--- src/fp_mul_macros.svh ---
/*
 * Single-precision multiplier constants
 * Field widths, exponent bias, product width and pipeline depth
 */

`ifndef FP_MUL_MACROS_SVH
`define FP_MUL_MACROS_SVH

// IEEE 754 binary32 fields
`define FP_EXP_WIDTH 8
`define FP_SIG_WIDTH 23
`define FP_WIDTH 32
`define FP_EXP_BIAS 127

// 32-bit multiplier times 24-bit multiplicand, sized for ITOF
`define FP_PRODUCT_WIDTH 56

// Register stages from op_valid to result_valid
`define FP_MUL_LATENCY 3

`endif

--- src/fp_format_pkg.sv ---
/*
 * Number format and operation types
 */

`include "fp_mul_macros.svh"

`default_nettype none

package fp_format_pkg;

	// Opcodes handled by the multiply unit
	typedef enum logic [5:0]
	{
		OP_FMUL = 6'b100010,	// Float times float
		OP_ITOF = 6'b101010		// Signed integer in operand2 to float
	} fp_op_t;

	// One single-precision word, MSB first
	typedef struct packed
	{
		logic sign;
		logic [`FP_EXP_WIDTH-1:0] exponent;
		logic [`FP_SIG_WIDTH-1:0] significand;
	} fp_word_t;

endpackage

`default_nettype wire

--- src/fp_pipe_pkg.sv ---
/*
 * Inter-stage records of the multiply pipeline
 */

`include "fp_mul_macros.svh"

`default_nettype none

package fp_pipe_pkg;

	// Stage 1 to stage 2
	typedef struct packed
	{
		logic valid;
		logic sign;
		// Biased sum, may go negative or past 255 before normalization
		logic signed [`FP_EXP_WIDTH+1:0] exponent;
		logic [`FP_SIG_WIDTH:0] multiplicand;	// Hidden bit included
		logic [`FP_WIDTH-1:0] multiplier;		// Significand or integer magnitude
	} mul_stage1_t;

	// Stage 2 to stage 3
	typedef struct packed
	{
		logic valid;
		logic sign;
		logic signed [`FP_EXP_WIDTH+1:0] exponent;
		logic [`FP_PRODUCT_WIDTH-1:0] product;	// Unnormalized, zero means zero result
	} mul_stage2_t;

endpackage

`default_nettype wire

--- src/fp_multiplier_stage1.sv ---
/*
 * Multiplier stage 1
 * Inserts hidden bits, forms the ITOF magnitude, computes sign and exponent sum
 */

`include "fp_mul_macros.svh"

`timescale 1ns/1ns
`default_nettype none

module fp_multiplier_stage1
	import fp_format_pkg::*;
	import fp_pipe_pkg::*;
(
	input logic clk,
	input logic reset,
	input logic op_valid,
	input fp_op_t op,
	input fp_word_t operand1,
	input fp_word_t operand2,
	output mul_stage1_t stage1
);

	mul_stage1_t stage1_next;
	logic [`FP_WIDTH-1:0] int_bits;
	logic [`FP_WIDTH-1:0] int_magnitude;
	logic [`FP_EXP_WIDTH+1:0] exp1_ext;
	logic [`FP_EXP_WIDTH+1:0] exp2_ext;

	// Operand2 seen as a two's complement integer
	assign int_bits = operand2;
	assign int_magnitude = int_bits[`FP_WIDTH-1] ? (~int_bits + 1'b1) : int_bits;

	// Zero-extend exponents so the signed sum cannot wrap
	assign exp1_ext = {2'b00, operand1.exponent};
	assign exp2_ext = {2'b00, operand2.exponent};

	always_comb
	begin
		stage1_next.valid = op_valid;
		if (op == OP_ITOF)
		begin
			// Multiply the magnitude by 1.0
			stage1_next.sign = operand2.sign;
			stage1_next.multiplicand = 1 << `FP_SIG_WIDTH;
			stage1_next.multiplier = int_magnitude;
			// Integer point sits 23 bits below the implied binary point
			stage1_next.exponent = `FP_EXP_BIAS + `FP_SIG_WIDTH;
		end
		else
		begin
			stage1_next.sign = operand1.sign ^ operand2.sign;
			// Zero exponent flushes the whole significand
			if (operand1.exponent != '0)
				stage1_next.multiplicand = {1'b1, operand1.significand};
			else
				stage1_next.multiplicand = '0;
			if (operand2.exponent != '0)
				stage1_next.multiplier = {8'd0, 1'b1, operand2.significand};
			else
				stage1_next.multiplier = '0;
			stage1_next.exponent = $signed(exp1_ext) + $signed(exp2_ext) - `FP_EXP_BIAS;
		end
	end

	always_ff @(posedge clk, posedge reset)
	begin
		if (reset)
			stage1 <= '0;
		else
			stage1 <= stage1_next;
	end

endmodule

`default_nettype wire

--- src/fp_multiplier_stage2.sv ---
/*
 * Multiplier stage 2
 * Registered significand product
 */

`timescale 1ns/1ns
`default_nettype none

module fp_multiplier_stage2
	import fp_pipe_pkg::*;
(
	input logic clk,
	input logic reset,
	input mul_stage1_t stage1,
	output mul_stage2_t stage2
);

	mul_stage2_t stage2_next;

	always_comb
	begin
		stage2_next.valid = stage1.valid;
		stage2_next.sign = stage1.sign;
		stage2_next.exponent = stage1.exponent;
		// 24 x 32 bits, full width kept, no rounding here
		// A flushed operand gives a zero product
		stage2_next.product = stage1.multiplicand * stage1.multiplier;
	end

	// Pipeline register
	always_ff @(posedge clk, posedge reset)
	begin
		if (reset)
		begin
			stage2 <= '0;
		end
		else
		begin
			stage2 <= stage2_next;
		end
	end

endmodule

`default_nettype wire

--- src/fp_multiplier_stage3.sv ---
/*
 * Multiplier stage 3
 * Leading-one search, normalization, truncation, range check and packing
 */

`include "fp_mul_macros.svh"

`timescale 1ns/1ns
`default_nettype none

module fp_multiplier_stage3
	import fp_format_pkg::*;
	import fp_pipe_pkg::*;
(
	input logic clk,
	input logic reset,
	input mul_stage2_t stage2,
	output logic result_valid,
	output fp_word_t result,
	output logic overflow,
	output logic underflow
);

	logic [5:0] lead_pos;
	logic product_nonzero;
	logic [`FP_PRODUCT_WIDTH-1:0] normalized;
	logic signed [`FP_EXP_WIDTH+2:0] exp_final;
	fp_word_t result_next;
	logic overflow_next;
	logic underflow_next;

	// Priority encoder, highest set bit wins
	always_comb
	begin
		lead_pos = '0;
		for (int i = 0; i < `FP_PRODUCT_WIDTH; i++)
		begin
			if (stage2.product[i])
				lead_pos = i[5:0];
		end
	end

	assign product_nonzero = |stage2.product;

	// Move the leading one to the top bit
	assign normalized = stage2.product << (`FP_PRODUCT_WIDTH - 1 - lead_pos);

	// 1.x times 1.y puts the binary point below bit 46
	assign exp_final = stage2.exponent + $signed({5'b00000, lead_pos})
		- 2 * `FP_SIG_WIDTH;

	always_comb
	begin
		result_next.sign = stage2.sign;
		result_next.exponent = exp_final[`FP_EXP_WIDTH-1:0];
		// Bits below the leading one, rest dropped
		result_next.significand = normalized[`FP_PRODUCT_WIDTH-2 -: `FP_SIG_WIDTH];
		overflow_next = 1'b0;
		underflow_next = 1'b0;
		if (!product_nonzero)
		begin
			// Signed zero, no flags
			result_next.exponent = '0;
			result_next.significand = '0;
		end
		else if (exp_final >= 255)
		begin
			// Saturate to infinity
			result_next.exponent = '1;
			result_next.significand = '0;
			overflow_next = 1'b1;
		end
		else if (exp_final <= 0)
		begin
			// Subnormal range flushed
			result_next.exponent = '0;
			result_next.significand = '0;
			underflow_next = 1'b1;
		end
	end

	// Outputs hold between valid items
	always_ff @(posedge clk, posedge reset)
	begin
		if (reset)
		begin
			result_valid <= 1'b0;
			result <= '0;
			overflow <= 1'b0;
			underflow <= 1'b0;
		end
		else
		begin
			result_valid <= stage2.valid;
			if (stage2.valid)
			begin
				result <= result_next;
				overflow <= overflow_next;
				underflow <= underflow_next;
			end
		end
	end

endmodule

`default_nettype wire

--- src/fp_multiplier.sv ---
/*
 * Floating-point multiply unit, three stages
 * FMUL and ITOF, one item per cycle, no stall
 */

`timescale 1ns/1ns
`default_nettype none

module fp_multiplier
	import fp_format_pkg::*;
	import fp_pipe_pkg::*;
(
	input logic clk,
	input logic reset,
	input logic op_valid,
	input fp_op_t op,
	input fp_word_t operand1,
	input fp_word_t operand2,
	output logic result_valid,
	output fp_word_t result,
	output logic overflow,
	output logic underflow
);

	// Pipeline registers between stages
	mul_stage1_t stage1_data;
	mul_stage2_t stage2_data;

	// Operand prep and exponent sum
	fp_multiplier_stage1 stage1_i (
		.clk (clk),
		.reset (reset),
		.op_valid (op_valid),
		.op (op),
		.operand1 (operand1),
		.operand2 (operand2),
		.stage1 (stage1_data)
	);

	// Significand product
	fp_multiplier_stage2 stage2_i (
		.clk (clk),
		.reset (reset),
		.stage1 (stage1_data),
		.stage2 (stage2_data)
	);

	// Normalize and pack
	fp_multiplier_stage3 stage3_i (
		.clk (clk),
		.reset (reset),
		.stage2 (stage2_data),
		.result_valid (result_valid),
		.result (result),
		.overflow (overflow),
		.underflow (underflow)
	);

endmodule

`default_nettype wire

--- config.mk ---
export PLATFORM = sky130hd
export DESIGN_NAME = fp_multiplier
export DESIGN_NICKNAME = d
export VERILOG_FILES = /design/src/fp_format_pkg.sv /design/src/fp_pipe_pkg.sv /design/src/fp_multiplier_stage1.sv /design/src/fp_multiplier_stage2.sv /design/src/fp_multiplier_stage3.sv /design/src/fp_multiplier.sv
export VERILOG_INCLUDE_DIRS = /design/src
export SDC_FILE = /design/constraint.sdc
export NUM_CORES = 2
export LEC_CHECK = 0
export ABC_AREA = 1
export BUFFER_PORTS_ARGS = -buffer_cell sky130_fd_sc_hd__buf_2
export CORE_MARGIN = 2
export CORE_UTILIZATION = 56
export DETAILED_ROUTE_END_ITERATION = 8
export GPL_ROUTABILITY_DRIVEN = 0
export GPL_TIMING_DRIVEN = 0
export PLACE_DENSITY = 0.78
export RECOVER_POWER = 100
export SYNTH_ARGS = -nofsm -noshare
export SYNTH_HDL_FRONTEND = slang
export SYNTH_SLANG_ARGS = --single-unit
--- constraint.sdc ---
create_clock -name clk -period 7.2 [get_ports clk]
set_input_delay 0.72 -clock clk [delete_from_list [all_inputs] [get_ports clk]]
set_output_delay 0.72 -clock clk [all_outputs]
set_load 0.05 [all_outputs]
==> results by group <==
Clocking
  – Hold Buf Count CTS: 0
  – CTS Sinks: roughly 170
  – Root Buffer: clkbuf_16
  – TritonCTS Buffers: 17
  – Clock Latency Late Sink: roughly 0.50 ns
  – H-tree level count: 4
  – CTS max path bufs: 2
  – CTS tree: built
  – Clock-pin slew on the worst setup and hold paths: 0.08 ns

Synth
  – FF+latch count, synth: 171
  – EDFF count, synth: 0
  – Mapped Avg Cell Area: 7.72 um^2
  – Yosys warnings: 0
  – Mapped Cells: 4460
  – Synth Flop Type: dfrtp_1
  – Seq/Total Area, Yosys: 0.124
  – Syn Nets: 5401
  – Netlist cell types: 49
  – Mapped cell area: 34400 um^2
  – Ys async rst share: 1.00

Route
  – Vias: between 30000 and 40000
  – Iter 0 DRT Violations: 4904
  – Vias/cell: ~6
  – Wire length per cell: 23.7 um
  – Drt pass-1 iters: 9
  – Antenna-violating nets left: 0
  – Remaining DRCs: 102
  – WL final: 132000 um

Layout
  – Fillers: 4638
  – Fraction of layout cells with a size suffix above 1: 0.123
  – Area Growth Syn to Fin: 16.0%
  – # nets final: 5702
  – Area taken by multi-input logic gates: 26200 um^2
  – Register area: 4330 um^2

Die
  – I/O pins: 108
  – Starting Density: 0.568
  – Core Area: about 60000 um^2
  – FP Rows: 90
  – Die Ht: 252 um
  – Die area: 63500 um^2
  – Die width: 252 um

Global routing
  – First-pass GRT wire length: 195000 um
  – Largest net degree at the start of global routing: 108
  – GRT Overall Usage: 0.416
  – Initial antenna violation count: 15
  – Vias in the first global route: 33900
  – Overflow after GRT: 0

Placement
  – Dpl ws: -2.00 ns
  – Detailed Place HPWL: 94500 um
  – # port buffers: 106

Worst setup path
  – Crit Path Max Fanout: 10
  – CP startpoint kind: flop
  – Req. time, crit path: 7.58 ns
  – CP max stage delay: 0.65 ns
  – Crit-path most repeated cell: buf_4
  – CP Capture Type: flop
  – Slowest CP cell: clkbuf_1
  – Worst Setup Path Type: flop to flop
  – Critical path arrival: 9.11 ns

Status
  – Status: finished, violations left
  – Failing checks: design-rule violations, max-capacitance violations, max-slew violations, negative setup slack

STA
  – Slew Limit Headroom: -1.01
  – Max Freq: 115 MHz
  – Setup TNS: -22.17 ns
  – Final setup vio count: 27
  – Final Worst Setup Slack: -1.53 ns
  – RSZ-0062 raised after global routing: true
  – Tcrit/Tclk final: 1.21
  – Final max-slew violation count: roughly 170
  – Skew final: ~0.014 ns
  – Final Hold Fails: 0
  – Min Tclk post-route: between 8 and 9 ns
  – Worst slew pin tran: roughly 3.0 ns

Min path
  – HP Class: input port to flop

Job
  – Max-cap viol count: 2
through the flow:
stage               std cells  hold WS (ns)  cell area [um^2]   util
floorplan                4460         0.331             34600      -
detailed placement       5349         0.336             36200  0.597
CTS                      5507         0.278             39200  0.647
global placement         5348         0.333             36100  0.596
finish                   5569         0.331             39900  0.659
global route             5562         0.311             39900  0.659
worst paths after layout:
check	start	endpoint	slack, ns	depth (start not counted)
setup / recovery	stage1_i.stage1[19]	stage2_i.stage2[30]	-1.53	35
hold / removal	op_valid	stage1_i.stage1[67]	0.33	1
setup reg to reg	stage1_i.stage1[19]	stage2_i.stage2[30]	-1.53	35
hold reg to reg	stage1_i.stage1[65]	stage2_i.stage2[65]	0.35	0
max in group asynchronous	reset	stage1_i.stage1[3]	2.17	3
min in group asynchronous	reset	stage2_i.stage2[45]	1.08	2
worst max-delay path, delay by kind of cell, from the launching register on:
family,cells,cell delay (ns)
fa+ha+maj,8,3.93
buf+inv,20,2.72
compound gates,3,0.79
flops,1,0.55
simple gates,3,0.49
xor+xnor,1,0.14
routing by layer:
metal | vias up | track usage | routed length (um)
met5 | - | 0 | 83
met1 | 15800 | 0.491 | 41900
met3 | 1009 | 0.190 | 22800
met2 | 3016 | 0.605 | 54500
met4 | 6 | 0.286 | 12900
li1 | 13700 | - | -
final cells by class:
class | instances | area share
clock inverters | 14 | 0.00414
repair buffers | 283 | 0.0500
multi-input cells | 3001 | 0.655
clock buffers | 18 | 0.0110
well taps | 782 | 0.0245
flip-flops and latches | 171 | 0.108
plain buffers | 207 | 0.0444
diodes | 13 | 0.000815
inverters | 1080 | 0.102
flip-flops by register name, summed over array words and instances, names as in the netlist:
register	flops
stage3_i.underflow	1
stage3_i.overflow	1
stage3_i.result_valid	1
stage3_i.result	32
stage1_i.stage1	68
stage2_i.stage2	68
cells in the final DEF, fill, tap and decap left out, types with 8 or more instances in the layout:
| cell type | n |
|---|---|
| a21oi_1 | 83 |
| a21oi_2 | 10 |
| a31oi_1 | 12 |
| buf_1 | 10 |
| buf_12 | 8 |
| buf_2 | 78 |
| buf_4 | 148 |
| buf_6 | 22 |
| clkbuf_1 | 125 |
| clkbuf_16 | 41 |
| clkbuf_2 | 15 |
| clkbuf_4 | 25 |
| clkbuf_8 | 29 |
| dfrtp_1 | 135 |
| dfrtp_2 | 34 |
| diode_2 | 13 |
| fa_1 | 653 |
| ha_1 | 187 |
| ha_4 | 16 |
| inv_1 | 1050 |
| inv_2 | 22 |
| nand2_1 | 1241 |
| nand2_2 | 27 |
| nand3_1 | 376 |
| nand3_2 | 9 |
| nand4_1 | 16 |
| nor2_1 | 117 |
| nor3_1 | 19 |
| nor4_1 | 12 |
| o211ai_1 | 9 |
| o21ai_0 | 52 |
| xnor2_1 | 11 |
| xor2_1 | 41 |
Yosys cell counts, types with 3 or more instances:
cell type / number / area share
xor2_1: 53 / 0.013
a22oi_1: 4 / 0.00087
buf_6: 4 / 0.0013
nand3_1: 386 / 0.056
nand4_1: 16 / 0.0029
a21o_1: 6 / 0.0013
buf_2: 9 / 0.0013
dfrtp_1: 171 / 0.12
o211ai_1: 9 / 0.0020
inv_1: 1072 / 0.12
inv_2: 4 / 0.00044
o31ai_1: 7 / 0.0015
nor2_1: 120 / 0.013
nand2_2: 5 / 0.00091
o21ai_0: 56 / 0.0081
fa_1: 660 / 0.38
nor4_1: 12 / 0.0022
a31oi_1: 12 / 0.0022
buf_1: 10 / 0.0011
o21bai_1: 4 / 0.00087
clkbuf_1: 185 / 0.020
a211oi_1: 3 / 0.00065
and2_1: 4 / 0.00073
ha_1: 208 / 0.076
o21ai_1: 3 / 0.00044
clkinv_1: 4 / 0.00044
or2_2: 7 / 0.0013
xnor2_1: 15 / 0.0038
nor3_1: 19 / 0.0028
a21oi_1: 98 / 0.014
o21ai_2: 3 / 0.00076
nand2_1: 1269 / 0.14
repair_timing:
item	4_1_cts	5_1_grt
pin swaps	102	87
resized for setup	349	102
endpoints found under the setup margin	43	61
buffers inserted	127	56
cells by family after synthesis:
logic type	after synthesis	share of synthesized area
adders and majority gates	868	0.459
xor gates and xnor gates	68	0.0173
and+or+nand+nor	1844	0.220
buffers and inverters	1288	0.142
DFF	171	0.124
AOI/OAI and AO/OA	221	0.0378
Power is left out: the tool's default activity adds up to more than one toggle a clock period on the data nets, which glitch-free logic cannot reach.
